--- config.mk ---
export PLATFORM = sky130hd
export DESIGN_NAME = exec_unit_flat
export DESIGN_NICKNAME = d
export VERILOG_FILES = /design/src/isa_pkg.sv /design/src/uarch_pkg.sv /design/src/cdb_if.sv /design/src/exec_unit.sv /design/src/flat_wrapper.sv
export VERILOG_INCLUDE_DIRS = /design/src /design/src/src
export SDC_FILE = /design/constraint.sdc
export NUM_CORES = 2
export LEC_CHECK = 0
export ABC_CLOCK_PERIOD_IN_PS = 12100
export BUFFER_PORTS_ARGS = -buffer_cell sky130_fd_sc_hd__buf_2
export CORE_MARGIN = 2
export CORE_UTILIZATION = 37
export CTS_CLUSTER_SIZE = 24
export DETAILED_ROUTE_END_ITERATION = 12
export SYNTH_ARGS = -nofsm -noshare
export SYNTH_HDL_FRONTEND = slang
export SYNTH_SLANG_ARGS = --single-unit
--- constraint.sdc ---
create_clock -name clock -period 12.1 [get_ports clock]
set_input_delay 0.605 -clock clock [delete_from_list [all_inputs] [get_ports clock]]
set_output_delay 0.605 -clock clock [all_outputs]
set_load 0.02 [all_outputs]
--- src/ooo_config.svh ---
`ifndef OOO_CONFIG_SVH
`define OOO_CONFIG_SVH

// data path width
`define OOO_XLEN 32

// register counts, architectural and physical
`define OOO_NUM_AREGS 32
`define OOO_NUM_PREGS 48

// window sizes
`define OOO_ROB_DEPTH 16
`define OOO_IQ_DEPTH 8

`endif

--- src/isa_pkg.sv ---
`include "ooo_config.svh"

package isa_pkg;

  // operation encoding at dispatch
  typedef enum logic [2:0] {
    OP_ADD  = 3'd0,
    OP_SUB  = 3'd1,
    OP_AND  = 3'd2,
    OP_OR   = 3'd3,
    OP_XOR  = 3'd4,
    OP_LI   = 3'd5,
    OP_HALT = 3'd6
  } opcode_e;

  // architectural register index
  typedef logic [$clog2(`OOO_NUM_AREGS)-1:0] areg_t;

  typedef logic [`OOO_XLEN-1:0] word_t;

endpackage

--- src/uarch_pkg.sv ---
`include "ooo_config.svh"

package uarch_pkg;

  // physical register tag
  typedef logic [$clog2(`OOO_NUM_PREGS)-1:0] preg_t;

  typedef logic [$clog2(`OOO_ROB_DEPTH)-1:0] rob_idx_t;

  // tag 0 holds register zero for good
  localparam preg_t PREG_ZERO = '0;

  // operation after renaming
  typedef struct packed {
    isa_pkg::opcode_e op;
    isa_pkg::areg_t   dest_areg;
    preg_t            dest_preg;
    preg_t            old_preg;
    preg_t            src1_preg;
    preg_t            src2_preg;
    logic             src1_ready;
    logic             src2_ready;
    isa_pkg::word_t   imm;
    rob_idx_t         rob_idx;
  } renamed_op_t;

endpackage

--- src/cdb_if.sv ---
`timescale 1ns/1ps

interface cdb_if;
  import isa_pkg::*;
  import uarch_pkg::*;

  // one broadcast per cycle, never stalled
  logic     valid;
  preg_t    tag;
  rob_idx_t rob_idx;
  word_t    value;

  modport producer (output valid, output tag, output rob_idx, output value);

  modport consumer (input valid, input tag, input rob_idx, input value);

endinterface

--- src/exec_unit.sv ---
`timescale 1ns/1ps
`include "ooo_config.svh"

module exec_unit (
  input  logic                   clock,
  input  logic                   rst,
  input  logic                   issue_valid,
  input  uarch_pkg::renamed_op_t issue_op,
  cdb_if.producer                cdb
);
  import isa_pkg::*;
  import uarch_pkg::*;

  word_t    prf [`OOO_NUM_PREGS];
  logic     s1_valid;
  opcode_e  s1_op;
  preg_t    s1_tag;
  rob_idx_t s1_rob;
  word_t    s1_a;
  word_t    s1_b;
  word_t    result;

  always_ff @(posedge clock) begin
    if (rst) begin
      s1_valid  <= 1'b0;
      cdb.valid <= 1'b0;
    end else begin
      s1_valid  <= issue_valid;
      cdb.valid <= s1_valid;
    end
  end

  // stage one, operand read; li carries its immediate as b
  always_ff @(posedge clock) begin
    s1_op  <= issue_op.op;
    s1_tag <= issue_op.dest_preg;
    s1_rob <= issue_op.rob_idx;
    s1_a   <= prf[issue_op.src1_preg];
    s1_b   <= (issue_op.op == OP_LI) ? issue_op.imm : prf[issue_op.src2_preg];
  end

  always_comb begin
    case (s1_op)
      OP_ADD:  result = s1_a + s1_b;
      OP_SUB:  result = s1_a - s1_b;
      OP_AND:  result = s1_a & s1_b;
      OP_OR:   result = s1_a | s1_b;
      OP_XOR:  result = s1_a ^ s1_b;
      OP_LI:   result = s1_b;
      default: result = '0;
    endcase
  end

  // stage two, broadcast
  always_ff @(posedge clock) begin
    cdb.tag     <= s1_tag;
    cdb.rob_idx <= s1_rob;
    cdb.value   <= result;
  end

  // architectural state starts at zero, tag 0 is never written
  always_ff @(posedge clock) begin
    if (rst) begin
      for (int i = 0; i < `OOO_NUM_PREGS; i++) begin
        prf[i] <= '0;
      end
    end else if (cdb.valid && cdb.tag != PREG_ZERO) begin
      prf[cdb.tag] <= cdb.value;
    end
  end

endmodule

--- src/flat_wrapper.sv ---
// flat-port wrapper written by rule: the top's interface ports become plain ports
module exec_unit_flat import isa_pkg::*; import uarch_pkg::*;
  (clock, rst, issue_valid, issue_op, cdb_valid, cdb_tag, cdb_rob_idx, cdb_value);
  cdb_if cdb_i ();
  input  logic clock;
  input  logic rst;
  input  logic issue_valid;
  input  uarch_pkg::renamed_op_t issue_op;
  output wire logic [$bits(cdb_i.valid)-1:0] cdb_valid;
  output wire logic [$bits(cdb_i.tag)-1:0] cdb_tag;
  output wire logic [$bits(cdb_i.rob_idx)-1:0] cdb_rob_idx;
  output wire logic [$bits(cdb_i.value)-1:0] cdb_value;
  assign cdb_valid = cdb_i.valid;
  assign cdb_tag = cdb_i.tag;
  assign cdb_rob_idx = cdb_i.rob_idx;
  assign cdb_value = cdb_i.value;
  exec_unit u_core (.clock(clock), .rst(rst), .issue_valid(issue_valid), .issue_op(issue_op), .cdb(cdb_i));
endmodule
==> impl.org <==
** Run status
- Status :: finished clean

** Detailed routing
- Post-route antenna net violation count :: 0
- Routed via count :: 68321
- After detailed routing, the average wire length per cell comes to 37.03 um.
- For this block, the initial DRC count from the detailed router was 11292.
- Wire length reported by the detailed router :: 404200 um
- Remaining DRCs :: 0
- Routed via count divided by cell count :: 6.259
- For this run, the detailed router's first-pass iteration total came to 8.

** Clock network
- Number of clock buffers inserted by TritonCTS :: between 200 and 250
- Root buffer cell :: sky130_fd_sc_hd__clkbuf_16
- Depth of the CTS H-tree :: 4
- Max Buffers Root-to-Sink :: 4
- Number of buffers inserted by hold repair at cts :: 14
- Total clock sinks :: 2169
- Count of cells resized by post-cts repair :: 0
- Clock Pin Slew Worst Setup and Hold Paths :: 0.06 ns
- CTS tree :: built
- Post-CTS timing repair inserted 0 buffers for setup.
- For the worst-skew pair, the clock arrives at the later sink with an insertion delay of around 0.94 ns.

** Critical path
- In this run the worst path has a maximum fanout of 23.
- Count of cells along the worst register-to-register path :: 6
- The critical path is of the flip-flop to flip-flop type.
- Crit. End Element :: flip-flop
- Worst path arrival time :: 5.45 ns
- STA classifies the critical path startpoint as a flip-flop.
- WP data required :: between 10 and 15 ns

** Synth
- Share of the yosys chip area belonging to registers :: 57.11%
- Synth Instances :: ~6800
- Synth Warn # :: 0
- Synth Area in XOR/XNOR :: 0.4069%
- Asr flop ratio synth :: 0%
- Fraction of the mapped netlist area in compound gates :: 2.465%
- Synthesized area per cell :: 16.43 sq um
- The number of different library cells used by synthesis comes to 65.
- Most numerous cell types in the synthesized netlist :: 2048 x sky130_fd_sc_hd__edfxtp_1, 1511 x sky130_fd_sc_hd__and2_1, 1219 x sky130_fd_sc_hd__mux4_2
- After synthesis, the largest family of logic cells by area is multiplexers.
- Flip-flop and latch count after synthesis :: ~2200
- The share of synthesized area in the top cell type comes to between 50% and 60%.
- The most common cell in the synthesized netlist is sky130_fd_sc_hd__edfxtp_1.
- In the synthesized netlist the dominant register cell turns out to be sky130_fd_sc_hd__edfxtp_1.
- Sorting the synthesized cells by area gives the leading types as sky130_fd_sc_hd__edfxtp_1 55%, sky130_fd_sc_hd__mux4_2 25%, sky130_fd_sc_hd__and2_1 8.4%.
- Cell taking the most area after synthesis :: sky130_fd_sc_hd__edfxtp_1
- In the synthesized netlist, mux cells make up 26.04% of the area.
- In this run, synthesis inferred 2048 flip-flops with an integrated enable.
- The synthesized netlist devotes ~10% of its cell area to simple gates.
- The synthesized netlist occupies a cell area of 111900 sq um.
- The synthesized netlist devotes 1.091% of its cell area to adder and majority cells.

** Place
- Placed Cells :: between 10000 and 15000
- Prior to clock tree synthesis, the placed netlist has a worst setup slack of 7.025 ns.
- IO Port Bufs :: roughly 100
- At the end of routability-driven placement, the weighted congestion stood at about 0.96.
- Placed cell areas :: 117100 sq um
- Summed over all nets, the half-perimeter wirelength after detailed placement is 239600 um.

** Floorplan
- Count of pins on the block boundary :: approximately 120
- The core region is 300500 sq um.
- Initial standard-cell utilization of the core :: between 30% and 40%
- Cell Rows :: between 200 and 250
- Die Outline Area :: 306900 sq um
- The floorplan step set the die width to around 550 um.
- Height of the chip :: about 550 um

** Finish
- The finished layout holds 10915 standard cells, fillers aside.
- Counting the fill cells in the layout gives 26503.
- Final design instance area without fill :: 125100 sq um
- The net count of the finished layout is 6900.
- Relative to the synthesized area, the layout overhead comes to 11.74%.
- Cells with a size suffix above 1 make up 30.91% of the layout.

** Timing
- Setup tns final :: 0 ns
- For this run, the top clock speed supported by timing is between 200 and 250 MHz.
- Setup repair after global routing left no endpoint under its margin.
- Count of final hold-check violations :: 0
- The final count of pins violating max slew came to 0.
- Setup violations remaining at the end of the flow were counted as 0.
- The final critical path takes up 40.59% of the cycle.
- At the pin with the least slew margin, the transition time is around 1.3 ns.
- Worst slew margin :: 13.40%
- Post-route minimum period :: roughly 4.9 ns
- Crit path setup slack, layout :: 7.188 ns
- Worst Clk Skew :: 0.05631 ns

** Pwr
- Worst vdd ir :: roughly 0.00013 V
- Pwr Density :: 152.3 nW/um^2
- The completed layout was analyzed and its total power is ~19 mW.
- Cell leakage power :: 42.96 nW

** GRT
- Total global routing track utilization :: about a quarter
- Antenna violations before repair :: between 50 and 60
- Entering global routing, the biggest net connects ~110 pins.
- Wire length of the first global-routing pass :: 554400 um
- After global routing the overflow that remains totals 0.
- The number of global-route vias before repair was 68166.

** Hold path
- Along the worst hold path, the cell count comes to 3.
- The worst hold path belongs to the class input pin to flip-flop.

** Job
- The tool flagged a number of max-cap violations equal to 0.
layout make-up:
| class | instances | area [sq um] | area share, % |
|---|---|---|---|
| flip-flops and latches | 2169 | 63960 | 51.14 |
| repair buffers | 327 | 2424 | 1.938 |
| diodes | 24 | 60.06 | 0.04802 |
| clock inverters | 143 | 1341 | 1.072 |
| multi-input cells | 3921 | 45670 | 36.52 |
| well taps | 3958 | 4952 | 3.960 |
| inverters | 71 | 266.5 | 0.2131 |
| clock buffers | 302 | 6391 | 5.110 |
layout by cell type, fill, tap and decap left out, types with 9 or more instances in the layout:
master | netlist | final
sky130_fd_sc_hd__inv_1 | 71 | 71
sky130_fd_sc_hd__buf_2 | 112 | 92
sky130_fd_sc_hd__mux4_2 | 1219 | 1219
sky130_fd_sc_hd__dfxtp_1 | 121 | 89
sky130_fd_sc_hd__clkinv_2 | 0 | 59
sky130_fd_sc_hd__a211oi_1 | 44 | 44
sky130_fd_sc_hd__dfxtp_2 | 0 | 32
sky130_fd_sc_hd__a21oi_1 | 143 | 143
sky130_fd_sc_hd__xor2_1 | 9 | 9
sky130_fd_sc_hd__diode_2 | 0 | 24
sky130_fd_sc_hd__dlygate4sd3_1 | 0 | 14
sky130_fd_sc_hd__and3_1 | 9 | 9
sky130_fd_sc_hd__buf_12 | 0 | 9
sky130_fd_sc_hd__a31oi_1 | 9 | 9
sky130_fd_sc_hd__and2_1 | 1511 | 1511
sky130_fd_sc_hd__mux2_2 | 94 | 94
sky130_fd_sc_hd__buf_4 | 4 | 205
sky130_fd_sc_hd__bufinv_16 | 0 | 21
sky130_fd_sc_hd__nand4_1 | 13 | 13
sky130_fd_sc_hd__nor2_4 | 0 | 64
sky130_fd_sc_hd__mux2i_1 | 63 | 63
sky130_fd_sc_hd__edfxtp_1 | 2048 | 2048
sky130_fd_sc_hd__conb_1 | 1 | 32
sky130_fd_sc_hd__or2_2 | 51 | 44
sky130_fd_sc_hd__nor2b_1 | 32 | 30
sky130_fd_sc_hd__clkbuf_8 | 0 | 12
sky130_fd_sc_hd__nor2_1 | 158 | 93
sky130_fd_sc_hd__o31ai_1 | 9 | 9
sky130_fd_sc_hd__nand3_1 | 43 | 43
sky130_fd_sc_hd__clkinv_1 | 0 | 40
sky130_fd_sc_hd__o211ai_1 | 24 | 24
sky130_fd_sc_hd__nor3_1 | 14 | 14
sky130_fd_sc_hd__o22ai_1 | 32 | 32
sky130_fd_sc_hd__a22oi_1 | 57 | 57
sky130_fd_sc_hd__xnor2_1 | 43 | 43
sky130_fd_sc_hd__clkbuf_16 | 0 | 242
sky130_fd_sc_hd__ha_1 | 96 | 96
sky130_fd_sc_hd__nand2_1 | 64 | 64
sky130_fd_sc_hd__o21ai_0 | 77 | 77
sky130_fd_sc_hd__clkbuf_1 | 515 | 49
metrics by stage:
step | util [%] | hold slack [ns]
finish | 41.62 | 0.07779
global route | 41.60 | 0.08743
CTS | 41.60 | 0.04127
detailed placement | 38.98 | 0.3121
global placement | 38.98 | 0.3104
floorplan | - | 0.3096
state kept, by name (all words and copies together), names as in the netlist:
name,flops
u_core.s1_b,32
u_core.s1_a,32
u_core.s1_valid,1
u_core.prf,2048
u_core.cdb.tag,6
u_core.s1_rob,4
u_core.s1_op,3
u_core.cdb.value,32
u_core.cdb.rob_idx,4
u_core.cdb.valid,1
u_core.s1_tag,6
path summary, 6_finish.rpt:
check | slack, ns | end | from
setup / recovery | 7.19 | u_core.prf[18][11] | u_core.cdb.valid
hold / removal | 0.08 | u_core.s1_b[21] | issue_op[25]
setup reg to reg | 7.19 | u_core.prf[18][11] | u_core.cdb.valid
hold reg to reg | 0.32 | u_core.cdb.tag[2] | u_core.s1_tag[2]
report_power, final:
group / switching (mW) / internal, mW
Clock: 3.18 / 4.18
Combinational: 1.86 / 0.928
Sequential: 0.296 / 8.60
critical path: stages (launching register included):
cell and delay (ns):
sky130_fd_sc_hd__dfxtp_1 0.60, sky130_fd_sc_hd__nor3b_1 0.46, sky130_fd_sc_hd__nand2_1 0.79, sky130_fd_sc_hd__nor2_4 0.96
sky130_fd_sc_hd__buf_4 0.54, sky130_fd_sc_hd__or2_2 0.44, sky130_fd_sc_hd__buf_4 0.63
routing by layer:
metal / track usage (%) / share of wire [%] / vias up
met1: 34.79 / 37 / 36389
met4: 12.43 / 5.4 / 14
met5: 0 / 0.025 / -
met3: 6.179 / 12 / 782
li1: - / - / 26645
met2: 39.96 / 46 / 4491
logic make-up after synthesis:
kind of cell / Yosys count
flip-flops: 2169
other: 1
buffers and inverters: 752
AND/OR/NAND/NOR: 1923
adder cells (fa/ha/maj): 97
AO/OA/AOI/OAI: 441
multiplexers: 1376
XOR/XNOR: 52
Power figures use the tool's default switching activity.
