**src/ooo_config.svh**
```systemverilog
`ifndef OOO_CONFIG_SVH
`define OOO_CONFIG_SVH

// data path width
`define OOO_XLEN 32

// register counts, architectural and physical
`define OOO_NUM_AREGS 32
`define OOO_NUM_PREGS 48

// window sizes
`define OOO_ROB_DEPTH 16
`define OOO_IQ_DEPTH 8

`endif

```
**src/isa_pkg.sv**
```systemverilog
`include "ooo_config.svh"

package isa_pkg;

  // operation encoding at dispatch
  typedef enum logic [2:0] {
    OP_ADD  = 3'd0,
    OP_SUB  = 3'd1,
    OP_AND  = 3'd2,
    OP_OR   = 3'd3,
    OP_XOR  = 3'd4,
    OP_LI   = 3'd5,
    OP_HALT = 3'd6
  } opcode_e;

  // architectural register index
  typedef logic [$clog2(`OOO_NUM_AREGS)-1:0] areg_t;

  typedef logic [`OOO_XLEN-1:0] word_t;

endpackage

```
**src/uarch_pkg.sv**
```systemverilog
`include "ooo_config.svh"

package uarch_pkg;

  // physical register tag
  typedef logic [$clog2(`OOO_NUM_PREGS)-1:0] preg_t;

  typedef logic [$clog2(`OOO_ROB_DEPTH)-1:0] rob_idx_t;

  // tag 0 holds register zero for good
  localparam preg_t PREG_ZERO = '0;

  // operation after renaming
  typedef struct packed {
    isa_pkg::opcode_e op;
    isa_pkg::areg_t   dest_areg;
    preg_t            dest_preg;
    preg_t            old_preg;
    preg_t            src1_preg;
    preg_t            src2_preg;
    logic             src1_ready;
    logic             src2_ready;
    isa_pkg::word_t   imm;
    rob_idx_t         rob_idx;
  } renamed_op_t;

endpackage

```
**src/cdb_if.sv**
```systemverilog
`timescale 1ns/1ps

interface cdb_if;
  import isa_pkg::*;
  import uarch_pkg::*;

  // one broadcast per cycle, never stalled
  logic     valid;
  preg_t    tag;
  rob_idx_t rob_idx;
  word_t    value;

  modport producer (output valid, output tag, output rob_idx, output value);

  modport consumer (input valid, input tag, input rob_idx, input value);

endinterface

```
**src/rename_unit.sv**
```systemverilog
`timescale 1ns/1ps
`include "ooo_config.svh"

module rename_unit (
  input  logic                   clock,
  input  logic                   rst,
  input  logic                   dispatch_valid,
  input  isa_pkg::opcode_e       dispatch_op,
  input  isa_pkg::areg_t         dispatch_dest,
  input  isa_pkg::areg_t         dispatch_src1,
  input  isa_pkg::areg_t         dispatch_src2,
  input  isa_pkg::word_t         dispatch_imm,
  input  logic                   iq_full,
  input  logic                   rob_full,
  input  uarch_pkg::rob_idx_t    rob_tail,
  input  logic                   free_valid,
  input  uarch_pkg::preg_t       free_preg,
  cdb_if.consumer                cdb,
  output logic                   dispatch_ready,
  output logic                   alloc,
  output uarch_pkg::renamed_op_t renamed
);
  import isa_pkg::*;
  import uarch_pkg::*;

  localparam int FL_DEPTH = `OOO_NUM_PREGS - `OOO_NUM_AREGS;
  localparam int FL_PTR_W = $clog2(FL_DEPTH);

  preg_t                     map_table [`OOO_NUM_AREGS];
  preg_t                     free_list [FL_DEPTH];
  logic [FL_PTR_W-1:0]       fl_head;
  logic [FL_PTR_W-1:0]       fl_tail;
  logic [FL_PTR_W:0]         fl_count;
  logic [`OOO_NUM_PREGS-1:0] busy;
  logic                      halt_seen;
  logic                      is_halt;
  logic                      uses_srcs;
  logic                      needs_tag;
  logic                      take_tag;
  preg_t                     src1_tag;
  preg_t                     src2_tag;

  assign is_halt   = (dispatch_op == OP_HALT);
  // li and halt read no registers
  assign uses_srcs = !is_halt && (dispatch_op != OP_LI);
  assign needs_tag = !is_halt && (dispatch_dest != '0);

  // halt never enters the issue queue
  assign dispatch_ready = !halt_seen && !rob_full && (is_halt || !iq_full) &&
                          (!needs_tag || fl_count != '0);
  assign alloc    = dispatch_valid && dispatch_ready;
  assign take_tag = alloc && needs_tag;

  assign src1_tag = uses_srcs ? map_table[dispatch_src1] : PREG_ZERO;
  assign src2_tag = uses_srcs ? map_table[dispatch_src2] : PREG_ZERO;

  always_comb begin
    renamed.op         = dispatch_op;
    renamed.dest_areg  = dispatch_dest;
    renamed.dest_preg  = needs_tag ? free_list[fl_head] : PREG_ZERO;
    renamed.old_preg   = map_table[dispatch_dest];
    renamed.src1_preg  = src1_tag;
    renamed.src2_preg  = src2_tag;
    // not busy, or the value is on the bus this cycle
    renamed.src1_ready = !busy[src1_tag] || (cdb.valid && cdb.tag == src1_tag);
    renamed.src2_ready = !busy[src2_tag] || (cdb.valid && cdb.tag == src2_tag);
    renamed.imm        = dispatch_imm;
    renamed.rob_idx    = rob_tail;
  end

  always_ff @(posedge clock) begin
    if (rst) begin
      // identity map, upper tags start free
      for (int i = 0; i < `OOO_NUM_AREGS; i++) begin
        map_table[i] <= preg_t'(i);
      end
      for (int i = 0; i < FL_DEPTH; i++) begin
        free_list[i] <= preg_t'(`OOO_NUM_AREGS + i);
      end
      fl_head   <= '0;
      fl_tail   <= '0;
      fl_count  <= (FL_PTR_W+1)'(FL_DEPTH);
      busy      <= '0;
      halt_seen <= 1'b0;
    end else begin
      if (take_tag) begin
        map_table[dispatch_dest] <= free_list[fl_head];
        fl_head                  <= fl_head + 1'b1;
      end
      // retired old tag goes back on the list
      if (free_valid) begin
        free_list[fl_tail] <= free_preg;
        fl_tail            <= fl_tail + 1'b1;
      end
      if (take_tag && !free_valid) begin
        fl_count <= fl_count - 1'b1;
      end else if (free_valid && !take_tag) begin
        fl_count <= fl_count + 1'b1;
      end
      if (cdb.valid) begin
        busy[cdb.tag] <= 1'b0;
      end
      if (take_tag) begin
        busy[free_list[fl_head]] <= 1'b1;
      end
      if (alloc && is_halt) begin
        halt_seen <= 1'b1;
      end
    end
  end

endmodule

```
**src/flat_wrapper.sv**
```systemverilog
// flat-port wrapper written by rule: the top's interface ports become plain ports
module rename_unit_flat import isa_pkg::*; import uarch_pkg::*;
  (clock, rst, dispatch_valid, dispatch_op, dispatch_dest, dispatch_src1, dispatch_src2, dispatch_imm, iq_full, rob_full, rob_tail, free_valid, free_preg, dispatch_ready, alloc, renamed, cdb_valid, cdb_tag, cdb_rob_idx, cdb_value);
  cdb_if cdb_i ();
  input  logic clock;
  input  logic rst;
  input  logic dispatch_valid;
  input  isa_pkg::opcode_e dispatch_op;
  input  isa_pkg::areg_t dispatch_dest;
  input  isa_pkg::areg_t dispatch_src1;
  input  isa_pkg::areg_t dispatch_src2;
  input  isa_pkg::word_t dispatch_imm;
  input  logic iq_full;
  input  logic rob_full;
  input  uarch_pkg::rob_idx_t rob_tail;
  input  logic free_valid;
  input  uarch_pkg::preg_t free_preg;
  output logic dispatch_ready;
  output logic alloc;
  output uarch_pkg::renamed_op_t renamed;
  input wire logic [$bits(cdb_i.valid)-1:0] cdb_valid;
  input wire logic [$bits(cdb_i.tag)-1:0] cdb_tag;
  input wire logic [$bits(cdb_i.rob_idx)-1:0] cdb_rob_idx;
  input wire logic [$bits(cdb_i.value)-1:0] cdb_value;
  assign cdb_i.valid = cdb_valid;
  assign cdb_i.tag = cdb_tag;
  assign cdb_i.rob_idx = cdb_rob_idx;
  assign cdb_i.value = cdb_value;
  rename_unit u_core (.clock(clock), .rst(rst), .dispatch_valid(dispatch_valid), .dispatch_op(dispatch_op), .dispatch_dest(dispatch_dest), .dispatch_src1(dispatch_src1), .dispatch_src2(dispatch_src2), .dispatch_imm(dispatch_imm), .iq_full(iq_full), .rob_full(rob_full), .rob_tail(rob_tail), .free_valid(free_valid), .free_preg(free_preg), .cdb(cdb_i), .dispatch_ready(dispatch_ready), .alloc(alloc), .renamed(renamed));
endmodule
```
**config.mk**
```make
export PLATFORM = sky130hd
export DESIGN_NAME = rename_unit_flat
export DESIGN_NICKNAME = d
export VERILOG_FILES = /design/src/isa_pkg.sv /design/src/uarch_pkg.sv /design/src/cdb_if.sv /design/src/rename_unit.sv /design/src/flat_wrapper.sv
export VERILOG_INCLUDE_DIRS = /design/src /design/src/src
export SDC_FILE = /design/constraint.sdc
export NUM_CORES = 1
export LEC_CHECK = 0
export BUFFER_PORTS_ARGS = -buffer_cell sky130_fd_sc_hd__buf_2
export CAP_MARGIN = 10
export CORE_ASPECT_RATIO = 0.9
export CORE_UTILIZATION = 35
export DETAILED_ROUTE_END_ITERATION = 8
export GPL_ROUTABILITY_DRIVEN = 0
export PLACE_DENSITY_LB_ADDON = 0.25
export SLEW_MARGIN = 5
export SYNTH_ARGS = -nofsm -noshare
export SYNTH_HDL_FRONTEND = slang
export SYNTH_SLANG_ARGS = --single-unit
```
**constraint.sdc**
```tcl
create_clock -name clock -period 9.8 [get_ports clock]
set_clock_uncertainty 0.05 [all_clocks]
set_input_delay 0.49 -clock clock [delete_from_list [all_inputs] [get_ports clock]]
set_output_delay 0.49 -clock clock [all_outputs]
set_load 0.03 [all_outputs]
```
==> run summary <==
=================================================================================
Outcome ............................................................ complete, no violations
Combinational share of power .......................................        0.144
Number of enable-type register cells in the synthesized netlist ....          288
Core Area ..........................................................  0.0583 mm^2
Floorplan die width ................................................       258 um
Cells on worst reg2reg path ........................................            8
Top-level I/O count ................................................          181
Clock insertion delay at the later pin of the skew report ..........      0.58 ns
Power density normalized to cell area ..............................  166 mW/mm^2
Number of cells upsized or downsized after cts .....................            0
CTS H-tree lvls ....................................................            2
Proportion of netlist area held by the largest area contributor ....        0.419
Primary FF master, synth ........................................... sky130_fd_sc_hd__edfxtp_1
Leak Pwr ...........................................................      7.34 nW
Initial DRC count ..................................................         1629
Antenna diode count ................................................            0
Clock root cell .................................................... sky130_fd_sc_hd__clkbuf_16
Cell type of the slowest stage on the worst timing path ............ sky130_fd_sc_hd__buf_4
Sequential cell area fraction in the yosys report ..................        0.483
Maximum number of pins on one net before global-route repair .......           74
Post-route setup TNS ...............................................         0 ns
Fin. max-slew vios .................................................            0
CTS hold repair buffers ............................................            0
Simple-gate area share of the yosys netlist ........................        0.150
Register bit total from synthesis ..................................          354
PnR Total Power ....................................................      3.75 mW
Rel. slew slack ....................................................        0.350
Max capacitance violation total ....................................            0
Endpoints failing setup ............................................            0
Mean area per synthesized cell .....................................    12.1 um^2
Switching Power ....................................................      1.05 mW
Total standard cell area after synthesis ...........................  0.0206 mm^2
Count of cell types in the netlist .................................           73
Asr flop ratio synth ...............................................            0
Detail Placement HPWL ..............................................     44700 um
Initial cell density of the core ...................................        0.354
Worst r2r dst ...................................................... u_core.busy[34]$_SDFF_PP0_
WHS Endpoint ....................................................... u_core.fl_tail[0]$_SDFFE_PP0P_
Start point of the worst min-delay path ............................   free_valid
Routed Wire Length .................................................     65800 um
Clock slew seen by the registers of the worst setup and hold paths .      0.06 ns
Min-delay worst type ............................................... input port to register
Number of global-route vias before repair ..........................        14.1k
Cell taking the most area after synthesis .......................... sky130_fd_sc_hd__edfxtp_1
Setup repair after global routing missed its margin ................        false
Detailed-route via count ...........................................        14.8k
Arrival time worst endpoint ........................................      4.57 ns
CTS Buf Count ......................................................           41
Critical path cell sequence ........................................ buf_2 -> buf_4 -> mux4_1 -> mux4_2 -> nand2b_1 -> o211a_1 -> buf_4 -> mux2i_1 -> a22o_1 -> o31ai_1 -> o2bb2ai_1 -> o211ai_2 -> buf_2
Post-Synth Adder-Cell Area .........................................      0.00485
Leading post-synthesis cells by cell area .......................... sky130_fd_sc_hd__edfxtp_1 (42%), sky130_fd_sc_hd__mux4_2 (18%), sky130_fd_sc_hd__dfxtp_1 (6.4%)
TritonCTS clock tree ...............................................          yes
Initial antenna violation count ....................................            1
Net switching fraction of the power ................................        0.281
Flop2flop setup slack ..............................................      6.03 ns
Non-filler cells in the finished layout ............................         2484
Fraction of final layout cells sized beyond drive strength 1 .......        0.250
Number of buffers added on ports ...................................           72
Multiplexer share of the synthesized area ..........................        0.231
First-pass detailed-route iteration total ..........................            6
Worst-Margin Slew ..................................................     0.976 ns
Clock share of power ...............................................        0.408
Data required time at the worst endpoint ...........................      9.26 ns
Via density ........................................................         5.97
DRC errors left ....................................................            0
Area growth from synthesis to final layout .........................        9.75%
Average wire per standard cell .....................................      26.5 um
Number of clock sinks seen by CTS ..................................          354
Global-route wire length before repair .............................     95800 um
Dominant combinational cell family by area after synthesis ......... multiplexers
Largest stage delay on the critical path ...........................      0.68 ns
Seq pwr share ......................................................        0.448
Maximum buffer depth of the clock tree .............................            3
Warning count from the yosys run ...................................            0
VDD IR max .........................................................     0.121 mV
Layout Nets ........................................................         1795
Nature of the critical path endpoint ...............................  output port
Standard-cell rows .................................................           84
Top fanout value on the critical path ..............................           36
Setup bufs post-CTS ................................................            0
Crit path launch type ..............................................   input port
Hold Vio Cnt, Final ................................................            0
Final worst path period share ......................................        0.521
Hold Path Depth ....................................................            3
Global-route congestion overflow total .............................            0
Total global-route track usage .....................................        0.217
Antenna-violating nets left ........................................            0
Setup Crit Path Kind ............................................... input port to output port
Cell-internal power ................................................      2.70 mW
Area of the die ....................................................  0.0600 mm^2
Time the final worst path needs with I/O delays and setup ..........      5.11 ns
Number of instances in the placed design ...........................         2409
Xor/xnor share of the synthesized area .............................      0.00933
Die Height .........................................................       232 um
Post-synthesis instance total ......................................         1707
Maximum clock frequency ............................................      196 MHz
Synth Area in Compound Gates .......................................       0.0693
=================================================================================
metal layers:
layer	vias up	wire, um	global-route usage
met5	-	13	0
met4	2	1760	0.0610
met3	101	5990	0.0450
met2	763	29900	0.334
met1	7594	28200	0.310
li1	6372	-	-
synth_stat cells, drive strengths merged, types with 5 or more instances:
| cell type | n |
|---|---|
| a22o | 9 |
| xor2 | 14 |
| inv | 24 |
| o2111ai | 7 |
| mux2i | 67 |
| nand2b | 51 |
| nand4 | 21 |
| a21oi | 59 |
| a31oi | 6 |
| nand2 | 200 |
| nor2 | 184 |
| ha | 8 |
| a22oi | 37 |
| nor2b | 8 |
| nand3 | 35 |
| o211ai | 6 |
| o21ai | 57 |
| mux4 | 173 |
| or2 | 55 |
| buf | 89 |
| or3 | 5 |
| xnor2 | 8 |
| edfxtp | 288 |
| nor3b | 6 |
| mux2 | 14 |
| and2 | 7 |
| nor3 | 6 |
| nand3b | 5 |
| clkbuf | 88 |
| and3 | 53 |
| a221oi | 6 |
| dfxtp | 66 |
cell type report:
cell class / count / area (um^2)
fill: 5543 / 35700
sequential: 354 / 9970
multi-input combinational: 1156 / 9720
clock buffer: 53 / 1100
tap: 774 / 968
timing repair buffer: 100 / 576
clock inverter: 22 / 221
inverter: 25 / 93.8
kinds of logic (layout without fill, tap and decap cells):
kind of cell / count (synthesis) / count (layout)
adders and majority gates: 8 / 8
muxes: 254 / 254
xor gates and xnor gates: 22 / 22
DFF: 354 / 354
and+or+nand+nor: 649 / 649
buffers and inverters: 202 / 200
other: 1 / 6
AOI/OAI and AO/OA: 217 / 217
sequential cells by signal, indices dropped and copies added, names as in the netlist, named ones only:
signal,flops
u_core.busy,48
u_core.free_list,96
u_core.fl_head,4
u_core.fl_count,5
u_core.fl_tail,4
u_core.halt_seen,1
u_core.map_table,192
through the flow:
step	cell area (um^2)	setup WS, ns	hold WS (ns)	utilization
final	22700	4.69	0.194	0.388
after global routing	22700	4.50	0.201	0.388
after CTS	22700	4.66	0.164	0.388
after detailed placement	21300	4.65	0.426	0.366
after global placement	21300	4.70	0.414	0.366
after floorplan	20700	5.76	0.404	-
worst max-delay path by stage:
stage / startpoint / to
floorplan: dispatch_src2[0] / renamed[36]
CTS: dispatch_src1[0] / renamed[37]
detailed placement: dispatch_src1[0] / renamed[37]
finish: dispatch_src1[0] / renamed[37]
global route: dispatch_src1[0] / renamed[37]
global placement: dispatch_src1[0] / renamed[37]
critical path, delay by kind of cell:
kind / cells / cell delay [ns]
mux: 3 / 1.30
buf+inv: 4 / 1.48
compound gates: 5 / 1.08
simple gates: 1 / 0.15
power groups by stage:
stage,clock [mW],sequential (mW),combinational (mW)
2_1_floorplan,0,1.70,0.400
3_3_place_gp,0,1.71,0.531
3_5_place_dp,0,1.71,0.534
4_1_cts,1.55,1.68,0.535
5_1_grt,1.61,1.69,0.565
6_report,1.53,1.68,0.539
layout by cell type, fill, tap and decap left out, drive strengths merged, types with 4 or more instances in the layout:
master and n:
edfxtp 288, nand2 200, nor2 184, mux4 173
buf 100, mux2i 67, dfxtp 66, a21oi 59
o21ai 57, or2 55, and3 53, clkbuf 53
nand2b 51, a22oi 37, nand3 35, inv 28
nand4 21, xor2 14, mux2 14, clkinv 14
a22o 9, nor2b 8, xnor2 8, ha 8
and2 7, o2111ai 7, a31oi 6, conb 6
a221oi 6, nor3 6, o211ai 6, nor3b 6
or3 5, nand3b 5, or3b 4, o31ai 4
nor4 4
Power figures use the tool's default switching activity.
