### config.mk
export PLATFORM = sky130hd
export DESIGN_NAME = issue_queue_flat
export DESIGN_NICKNAME = d
export VERILOG_FILES = /design/src/isa_pkg.sv /design/src/uarch_pkg.sv /design/src/cdb_if.sv /design/src/issue_queue.sv /design/src/flat_wrapper.sv
export VERILOG_INCLUDE_DIRS = /design/src /design/src/src
export SDC_FILE = /design/constraint.sdc
export NUM_CORES = 1
export LEC_CHECK = 0
export ABC_CLOCK_PERIOD_IN_PS = 4500
export BUFFER_PORTS_ARGS = -buffer_cell sky130_fd_sc_hd__buf_2
export CORE_MARGIN = 10
export CORE_UTILIZATION = 35
export DETAILED_ROUTE_END_ITERATION = 12
export PLACE_DENSITY = 0.51
export SLEW_MARGIN = 30
export SYNTH_ARGS = -nofsm -noshare
export SYNTH_HDL_FRONTEND = slang
export SYNTH_SLANG_ARGS = --single-unit
### constraint.sdc
create_clock -name clock -period 4.5 [get_ports clock]
set_input_delay 0.225 -clock clock [delete_from_list [all_inputs] [get_ports clock]]
set_output_delay 0.225 -clock clock [all_outputs]
set_load 0.02 [all_outputs]
### src/ooo_config.svh
`ifndef OOO_CONFIG_SVH
`define OOO_CONFIG_SVH

// data path width
`define OOO_XLEN 32

// register counts, architectural and physical
`define OOO_NUM_AREGS 32
`define OOO_NUM_PREGS 48

// window sizes
`define OOO_ROB_DEPTH 16
`define OOO_IQ_DEPTH 8

`endif

### src/isa_pkg.sv
`include "ooo_config.svh"

package isa_pkg;

  // operation encoding at dispatch
  typedef enum logic [2:0] {
    OP_ADD  = 3'd0,
    OP_SUB  = 3'd1,
    OP_AND  = 3'd2,
    OP_OR   = 3'd3,
    OP_XOR  = 3'd4,
    OP_LI   = 3'd5,
    OP_HALT = 3'd6
  } opcode_e;

  // architectural register index
  typedef logic [$clog2(`OOO_NUM_AREGS)-1:0] areg_t;

  typedef logic [`OOO_XLEN-1:0] word_t;

endpackage

### src/uarch_pkg.sv
`include "ooo_config.svh"

package uarch_pkg;

  // physical register tag
  typedef logic [$clog2(`OOO_NUM_PREGS)-1:0] preg_t;

  typedef logic [$clog2(`OOO_ROB_DEPTH)-1:0] rob_idx_t;

  // tag 0 holds register zero for good
  localparam preg_t PREG_ZERO = '0;

  // operation after renaming
  typedef struct packed {
    isa_pkg::opcode_e op;
    isa_pkg::areg_t   dest_areg;
    preg_t            dest_preg;
    preg_t            old_preg;
    preg_t            src1_preg;
    preg_t            src2_preg;
    logic             src1_ready;
    logic             src2_ready;
    isa_pkg::word_t   imm;
    rob_idx_t         rob_idx;
  } renamed_op_t;

endpackage

### src/cdb_if.sv
`timescale 1ns/1ps

interface cdb_if;
  import isa_pkg::*;
  import uarch_pkg::*;

  // one broadcast per cycle, never stalled
  logic     valid;
  preg_t    tag;
  rob_idx_t rob_idx;
  word_t    value;

  modport producer (output valid, output tag, output rob_idx, output value);

  modport consumer (input valid, input tag, input rob_idx, input value);

endinterface

### src/issue_queue.sv
`timescale 1ns/1ps
`include "ooo_config.svh"

module issue_queue (
  input  logic                   clock,
  input  logic                   rst,
  input  logic                   alloc,
  input  uarch_pkg::renamed_op_t renamed,
  cdb_if.consumer                cdb,
  output logic                   iq_full,
  output logic                   issue_valid,
  output uarch_pkg::renamed_op_t issue_op
);
  import isa_pkg::*;
  import uarch_pkg::*;

  localparam int IQ_PTR_W = $clog2(`OOO_IQ_DEPTH);

  renamed_op_t               entry [`OOO_IQ_DEPTH];
  logic [`OOO_IQ_DEPTH-1:0]  valid;
  logic [`OOO_IQ_DEPTH-1:0]  ready;
  logic [IQ_PTR_W-1:0]       free_idx;
  logic [IQ_PTR_W-1:0]       sel_idx;
  logic                      sel_found;
  logic                      write_en;

  assign iq_full  = &valid;
  // halt only takes a ROB slot
  assign write_en = alloc && (renamed.op != OP_HALT);

  // entries with both operands available
  always_comb begin
    for (int i = 0; i < `OOO_IQ_DEPTH; i++) begin
      ready[i] = valid[i] && entry[i].src1_ready && entry[i].src2_ready;
    end
  end

  // scan downward so the lowest index wins
  always_comb begin
    free_idx  = '0;
    sel_idx   = '0;
    sel_found = 1'b0;
    for (int i = `OOO_IQ_DEPTH - 1; i >= 0; i--) begin
      if (!valid[i]) begin
        free_idx = IQ_PTR_W'(i);
      end
      if (ready[i]) begin
        sel_idx   = IQ_PTR_W'(i);
        sel_found = 1'b1;
      end
    end
  end

  always_ff @(posedge clock) begin
    if (rst) begin
      valid       <= '0;
      issue_valid <= 1'b0;
    end else begin
      issue_valid <= sel_found;
      // selected and free slots never coincide
      if (sel_found) begin
        valid[sel_idx] <= 1'b0;
      end
      if (write_en) begin
        valid[free_idx] <= 1'b1;
      end
    end
  end

  always_ff @(posedge clock) begin
    // wakeup from the result bus
    for (int i = 0; i < `OOO_IQ_DEPTH; i++) begin
      if (cdb.valid && entry[i].src1_preg == cdb.tag) begin
        entry[i].src1_ready <= 1'b1;
      end
      if (cdb.valid && entry[i].src2_preg == cdb.tag) begin
        entry[i].src2_ready <= 1'b1;
      end
    end
    if (write_en) begin
      entry[free_idx] <= renamed;
    end
    if (sel_found) begin
      issue_op <= entry[sel_idx];
    end
  end

endmodule

### src/flat_wrapper.sv
// flat-port wrapper written by rule: the top's interface ports become plain ports
module issue_queue_flat import isa_pkg::*; import uarch_pkg::*;
  (clock, rst, alloc, renamed, iq_full, issue_valid, issue_op, cdb_valid, cdb_tag, cdb_rob_idx, cdb_value);
  cdb_if cdb_i ();
  input  logic clock;
  input  logic rst;
  input  logic alloc;
  input  uarch_pkg::renamed_op_t renamed;
  output logic iq_full;
  output logic issue_valid;
  output uarch_pkg::renamed_op_t issue_op;
  input wire logic [$bits(cdb_i.valid)-1:0] cdb_valid;
  input wire logic [$bits(cdb_i.tag)-1:0] cdb_tag;
  input wire logic [$bits(cdb_i.rob_idx)-1:0] cdb_rob_idx;
  input wire logic [$bits(cdb_i.value)-1:0] cdb_value;
  assign cdb_i.valid = cdb_valid;
  assign cdb_i.tag = cdb_tag;
  assign cdb_i.rob_idx = cdb_rob_idx;
  assign cdb_i.value = cdb_value;
  issue_queue u_core (.clock(clock), .rst(rst), .alloc(alloc), .renamed(renamed), .cdb(cdb_i), .iq_full(iq_full), .issue_valid(issue_valid), .issue_op(issue_op));
endmodule
==> impl_results.md, run 1 <==
- Number of clock buffers inserted by TritonCTS: 67
- Global route overflow: 0
- Origin of the worst setup path: u_core.valid[6]$_SDFF_PP0_
- Resized cells post-CTS: 0
- Post-route clock skew: 21.1 ps
- Average wire per standard cell: 23.1 um
- Worst IR drop on VDD: 0.227 mV
- Final Hold Viols: 0
- Type of the worst setup path: register to register
- Cell taking the most area after synthesis: edfxtp_1
- Max Slew Vio Count: 0
- Width of the chip: 287 um
- Max-slew headroom at the worst pin: 40.7%
- Crit path capture type: register
- Via count of the first global-routing pass: 15080
- Async set-or-reset flop fraction in the synthesized netlist: 0%
- Starting density of the core: 35.5%
- Number of buffers between clock root and the deepest sink: 3
- I/O pins: 188
- DR pass1 iterations: 5
- Most used flip-flop cell after synthesis: edfxtp_1
- Average vias per placed instance: 5.10
- Worst skew pair latency: 610 ps
- Leakage: 0.0105 uW
- Post-Synthesis Cell Area: 0.0250 mm2
- Number of port buffers: 151
- Proportion of layout cells with a drive suffix above 1: 16.0%
- Clock transition at the registers of the reported paths: 60 ps
- Remaining antenna violation count: 0
- Routed vias: 14759
- TNS Setup: 0 ps
- Global-route usage over all layers: 15.9%
- Post-synthesis sequential element count: 639
- Clock tree from TritonCTS: built
- Number of enable-type register cells in the synthesized netlist: 614
- Number of max-capacitance violations reported: 0
- Worst endpoint data arrival time: 3290 ps
- Total chip power: 13100 uW
- Fin crit period: 2990 ps
- Post-route core utilization: 42.3%
- Total of fill cells in the finished design: 6465
- Reg2Reg Capture Point: u_core.issue_op[44]$_DFFE_PN_
- Core Box Area: 0.0704 mm2
- Path depth of the worst reg2reg path: 8
- Slew at the pin closest to its max-slew limit: 889 ps
- Largest net degree at the start of global routing: 87
- Startpoint type of the worst setup path: register
- Number of nets in the layout: 2015
- Layout Area Growth over Synthesis: 19.2%
- Antenna violations before repair: 4
- Post-synth top area share: 73.8%
- Share of the cycle needed by the critical path after routing: 66.4%
- Worst min-delay path class: input port to register
- Required time at the worst-slack endpoint: 4800 ps
- Number of cells in the design after placement: 2699
- Hold_ws: 161 ps
- Total power per unit cell area: 440 mW/mm2
- Count of unresolved DRC violations after routing: 0
- Mapped Avg Cell Area: 14.9 um2
- Destination of the critical timing path: u_core.issue_op[44]$_DFFE_PN_
- Height of the chip: 287 um
- Root buffer cell: clkbuf_16
- Top post-synthesis cells by area: edfxtp_1, nand2_1, a21oi_1
- Run status: completed
- Netlist cell types: 43
- R2R setup slack: 1510 ps
- Final wirelength: 66800 um
- Sequential fraction of the synthesis area: 75.8%
- Multi-input gate area: 0.00558 mm2
- Reg area: 0.0189 mm2
- Max Fclk: 335 MHz
- # clock sinks: 639
- RSZ-0062 raised after global routing: no
- R2r startpoint: u_core.valid[6]$_SDFF_PP0_
- Synthesis Warnings: 0
- Starting DRC count in detailed routing: 1242
- Count of placed standard cells in the final layout, fillers left out: 2892
- Number of endpoints failing setup at the final stage: 0
- Max H-tree Level: 3
- Total Die Area: 0.0824 mm2
- Synthesized net count: 1788
- RePlAce Congestion: 0.786
- Number of instances in the synthesized netlist: 1672
- Wire length of the first global-routing pass: 98800 um
- Row Count: 97
- Post-detail-place hpwl: 37800 um
- Max Fanout on Critical Path: 45
registers in the layout, summed over array words and instances (netlist names):
name / cells
u_core.entry: 560
u_core.issue_op: 70
u_core.valid: 8
u_core.issue_valid: 1
layer usage:
layer | routed length [um] | track usage (%)
met5 | 43 | 0
met4 | 1000 | 3.82
met3 | 3160 | 3.03
met2 | 33200 | 27.1
met1 | 29400 | 20.7
kinds of logic after synthesis:
| group | share of synthesized area [%] |
|---|---|
| AOI/OAI and AO/OA | 8.60 |
| DFF | 75.8 |
| and+or+nand+nor | 7.62 |
| muxes | 2.43 |
| xor gates and xnor gates | 3.37 |
| buffers and inverters | 2.15 |
cell type report:
cell class | instances | share of cell area [%]
Sequential cell | 639 | 63.6
Multi-Input combinational cell | 923 | 18.7
Timing Repair Buffer | 258 | 6.28
Clock buffer | 86 | 6.12
Tap cell | 940 | 3.95
Clock inverter | 35 | 1.15
Inverter | 10 | 0.160
Antenna cell | 1 | 0.00840
cells in the mapped netlist (5+ instances only):
cell type	number
edfxtp_1	614
nand2_1	332
a21oi_1	168
xor2_1	72
mux2i_1	47
a221oi_1	46
a22o_1	46
clkbuf_1	43
or4_1	39
buf_2	34
dfxtp_1	25
nor2_1	25
xnor2_1	24
o22ai_1	23
nor3_1	14
a41o_1	12
mux2_2	12
buf_4	10
inv_1	10
nand3_1	10
o21ai_0	9
buf_1	7
buf_6	6
o221ai_1	6
o22a_1	6
nand4_1	5
layout by cell type, fill, tap and decap left out, drive strengths merged, types with 33 or more instances in the layout:
| cell | netlist | layout |
|---|---|---|
| buf | 57 | 187 |
| clkinv | 0 | 33 |
| edfxtp | 614 | 614 |
| clkbuf | 43 | 86 |
| a22o | 46 | 46 |
| nand2 | 332 | 332 |
| xor2 | 72 | 72 |
| dlygate4sd3 | 0 | 71 |
| or4 | 39 | 39 |
| mux2i | 47 | 47 |
| a21oi | 169 | 169 |
| a221oi | 46 | 46 |
report_power, final:
part / leakage, uW / switching (uW) / internal, uW / total [uW]
Clock: 0.00106 / 2260 / 3220 / 5470
Sequential: 0.00578 / 79.6 / 6730 / 6810
Combinational: 0.00364 / 536 / 291 / 826
timing repair:
item / in CTS / in global routing
buffers inserted: 0 / 0
hold buffers: 71 / 0
endpoints found under the hold margin: 566 / 0
how the worst min path moves through the flow:
stage	startpoint	depth (start not counted)	slack, ps	end
detailed placement	renamed[62]	1	490	u_core.entry[1][62]$_DFFE_PP_
CTS	alloc	5	140	u_core.valid[0]$_SDFF_PP0_
global route	alloc	5	170	u_core.valid[0]$_SDFF_PP0_
global placement	renamed[15]	1	490	u_core.entry[7][15]$_DFFE_PP_
floorplan	renamed[0]	0	320	u_core.entry[0][0]$_DFFE_PP_
finish	alloc	5	160	u_core.valid[0]$_SDFF_PP0_
stage by stage:
step / setup WS (ps) / instance area, um2
after floorplan: 1160 / 25000
after CTS: 1520 / 29800
after detailed placement: 1500 / 26900
after global routing: 1300 / 29800
after global placement: 1320 / 26900
final: 1510 / 29800
critical path, cell delays in order (launching register included):
cell and delay (ps):
dfxtp_1 410, nand3_1 200, a41oi_2 390, o211a_4 520, buf_16 290, buf_12 320, mux2i_1 240, o22a_1 160
o221ai_1 110
No activity file was read; power rests on OpenSTA's default activity.
==> run 2, diff against run 1 <==
Settings changed: ABC_CLOCK_PERIOD_IN_PS 4500 to 3050.
Clock period 4.5 ns to 3.05 ns, I/O delays scaled along.
==> run 2 against run 1 <==
  * Non-clock buffer count increased by 11
  * Sequential share of layout area decreased by 0.080 points
  * Maximum frequency increased by 8.0%
  * Via count decreased by 0.62%
  * Flip-flop and latch count unchanged
==> impl_results.md, run 2 (synthesis results as in run 1) <==
- Routed vias: 14668 (-0.62%)
- Registers with the most flip-flops: u_core.entry: 560 flops, u_core.issue_op: 70 flops, u_core.valid: 8 flops
- Max Slew Vio Count: 0 (unchanged)
- Layout Area Growth over Synthesis: 19.4%
- P_sw: 4140 uW (+44%)
- Met2 routed WL: 31400 um (-5.4%)
- Number of buffers between clock root and the deepest sink: 3 (unchanged)
- Antenna violations before repair: 5 (+1)
- Top metal layer carrying routed signals: met5
- Resized cells post-CTS: 0 (unchanged)
- Clock tree from TritonCTS: built
- Post-detail-place hpwl: 36800 um (-2.8%)
- Combinational share of power: 6.7% (+0.4 points)
- Max-slew headroom at the worst pin: 50.3% (+9.6 points)
- Commonest cells after routing, fill and taps aside: edfxtp_1, nand2_1, a21oi_1
- Fin crit period: 2770 ps (-222 ps)
- Proportion of power drawn by the clock network: 39.7% (-2.1 points)
- Largest net degree at the start of global routing: 129 (+48%)
- Slew at the pin closest to its max-slew limit: 739 ps (-150 ps)
- I/O pins: 188 (unchanged)
- Slowest-stage cell, CP: o211a_4
- Number of port buffers: 151 (unchanged)
- Total Die Area: 0.0824 mm2 (unchanged)
- Via count of the first global-routing pass: 14968 (-0.74%)
- Most flop-heavy register: u_core.entry
- Max H-tree Level: 3 (unchanged)
- Starting density of the core: 35.5% (unchanged)
- Global-route usage over all layers: 15.5% (-0.40 points)
- Detailed-routing wirelength on met1: 29100 um (-0.95%)
- Max Fclk: 362 MHz (+8.0%)
- Number of buffers added to fix hold violations after cts: 71 (unchanged)
- Switching portion of total power: 22.1% (+0.23 points)
- Worst IR drop on VDD: 0.386 mV (+70%)
- Number of setup buffers added after CTS: 0 (unchanged)
- # clock sinks: 639 (unchanged)
- Type of the worst setup path: register to register
- Total of fill cells in the finished design: 6401 (-0.99%)
- Number of endpoints failing setup at the final stage: 0 (unchanged)
- Number of clock buffers inserted by TritonCTS: 67 (unchanged)
- Root buffer cell: clkbuf_16
- Row Count: 97 (unchanged)
- Number of max-capacitance violations reported: 0 (unchanged)
- Proportion of layout cells with a drive suffix above 1: 16.3% (+0.26 points)
- Starting DRC count in detailed routing: 1088 (-12%)
- Run status: completed
- Total power per unit cell area: 628 mW/mm2 (+43%)
- TNS Setup: 0 ps (unchanged)
- Height of the chip: 287 um (unchanged)
- Clock transition at the registers of the reported paths: 60 ps (about the same)
- Required time at the worst-slack endpoint: 3360 ps (-1440 ps)
- Width of the chip: 287 um (unchanged)
- Most common library cell in the layout ignoring fill and taps: edfxtp_1
- Crit path capture type: register
- Final wirelength: 64900 um (-2.9%)
- Remaining antenna violation count: 0 (unchanged)
- Count of unresolved DRC violations after routing: 0 (unchanged)
- RePlAce Congestion: 0.780 (-0.83%)
- Global route overflow: 0 (unchanged)
- Cells along the critical path: nand3_1 -> a41oi_2 -> o211a_4 -> buf_12 -> mux2i_1 -> o22ai_1
- Average wire per standard cell: 22.4 um (-3.2%)
- Number of cells in the design after placement: 2710 (+0.41%)
- Average vias per placed instance: 5.06 (-0.92%)
- Worst min-delay path class: input port to register
- Post-route clock skew: 21.8 ps (+0.731 ps)
- Final Hold Viols: 0 (unchanged)
- Core Box Area: 0.0704 mm2 (unchanged)
- Largest stage delay on the critical path: 680 ps (+160 ps)
- RSZ-0062 raised after global routing: no
- Share of the cycle needed by the critical path after routing: 90.7% (+24 points)
- DR pass1 iterations: 5 (unchanged)
- Count of placed standard cells in the final layout, fillers left out: 2901 (+0.31%)
- Share of power burned in registers: 53.7% (+1.8 points)
- Worst endpoint data arrival time: 3080 ps (-210 ps)
- Wire length on met3: 2820 um (-11%)
- Max Fanout on Critical Path: 36 (-20%)
- Multi-input gate area: 0.00557 mm2 (-0.18%)
- Internal power of the cells: 14600 uW (+42%)
- Leakage: 0.0105 uW (about the same)
- Startpoint type of the worst setup path: register
- Number of nets in the layout: 2026 (+0.55%)
- Flip-flop count of the largest register after layout: 560 (unchanged)
- Worst skew pair latency: 590 ps (-20 ps)
- Wire length of the first global-routing pass: 96500 um (-2.4%)
- Reg area: 0.0189 mm2 (unchanged)
==> run 2: cell count changes in the layout (fill, tap and decap cells not counted), sizes merged, moves of 2 or more <==
| cell | previous run | this run |
|---|---|---|
| inv | 5 | 3 |
| buf | 187 | 198 |
| clkinvlp | 1 | 3 |
| bufinv | 6 | 0 |
| clkbuf | 86 | 88 |
| diode | 1 | 4 |
==> run 2: layout make-up <==
type                    count  area share, %
flip-flops and latches    639           63.5
multi-input cells         923           18.7
repair buffers            269           7.07
clock buffers              88           6.10
well taps                 940           3.95
clock inverters            28          0.495
inverters                  10          0.159
diodes                      4         0.0336
==> run 2: per-layer routing <==
metal  vias to the layer above  global-route usage (%)
met5                         -                       0
met4                         4                    5.11
met3                       103                    2.49
met2                       343                    25.6
met1                      7396                    20.6
li1                       6822                       -
==> run 2: worst paths after layout <==
check / from / to / slack, ps / cells past startpoint
min reg2reg: u_core.entry[2][37]$_DFF_P_ / u_core.entry[2][37]$_DFF_P_ / 510 / 2
max reg2reg: u_core.valid[6]$_SDFF_PP0_ / u_core.issue_op[49]$_DFFE_PN_ / 280 / 6
max: u_core.valid[6]$_SDFF_PP0_ / u_core.issue_op[49]$_DFFE_PN_ / 280 / 6
min: alloc / u_core.valid[1]$_SDFF_PP0_ / 160 / 5
==> run 2: power groups by stage <==
stage	registers, uW	clock network (uW)	logic (uW)
after detailed placement	10200	0	1190
after floorplan	10300	0	579
after CTS	10000	7630	1280
after global placement	10200	0	1170
after global routing	10100	7980	1370
final	10000	7420	1250
==> run 2: critical path: cells and delay by family, from the launching register on <==
family	cells	cell delay, ps
compound gates	3	1480
buf+inv	1	290
flops	1	390
mux	1	100
simple gates	1	190
==> run 2: through the flow <==
step	setup WS (ps)	area [um2]	utilization (%)	total power, uW	hold slack (ps)
finish	284	29800	42.3	18700	161
detailed placement	352	27100	38.5	11400	426
global placement	400	27100	38.5	11400	418
floorplan	57.6	25000	-	10900	251
CTS	327	29800	42.3	19000	119
global route	234	29800	42.3	19400	175
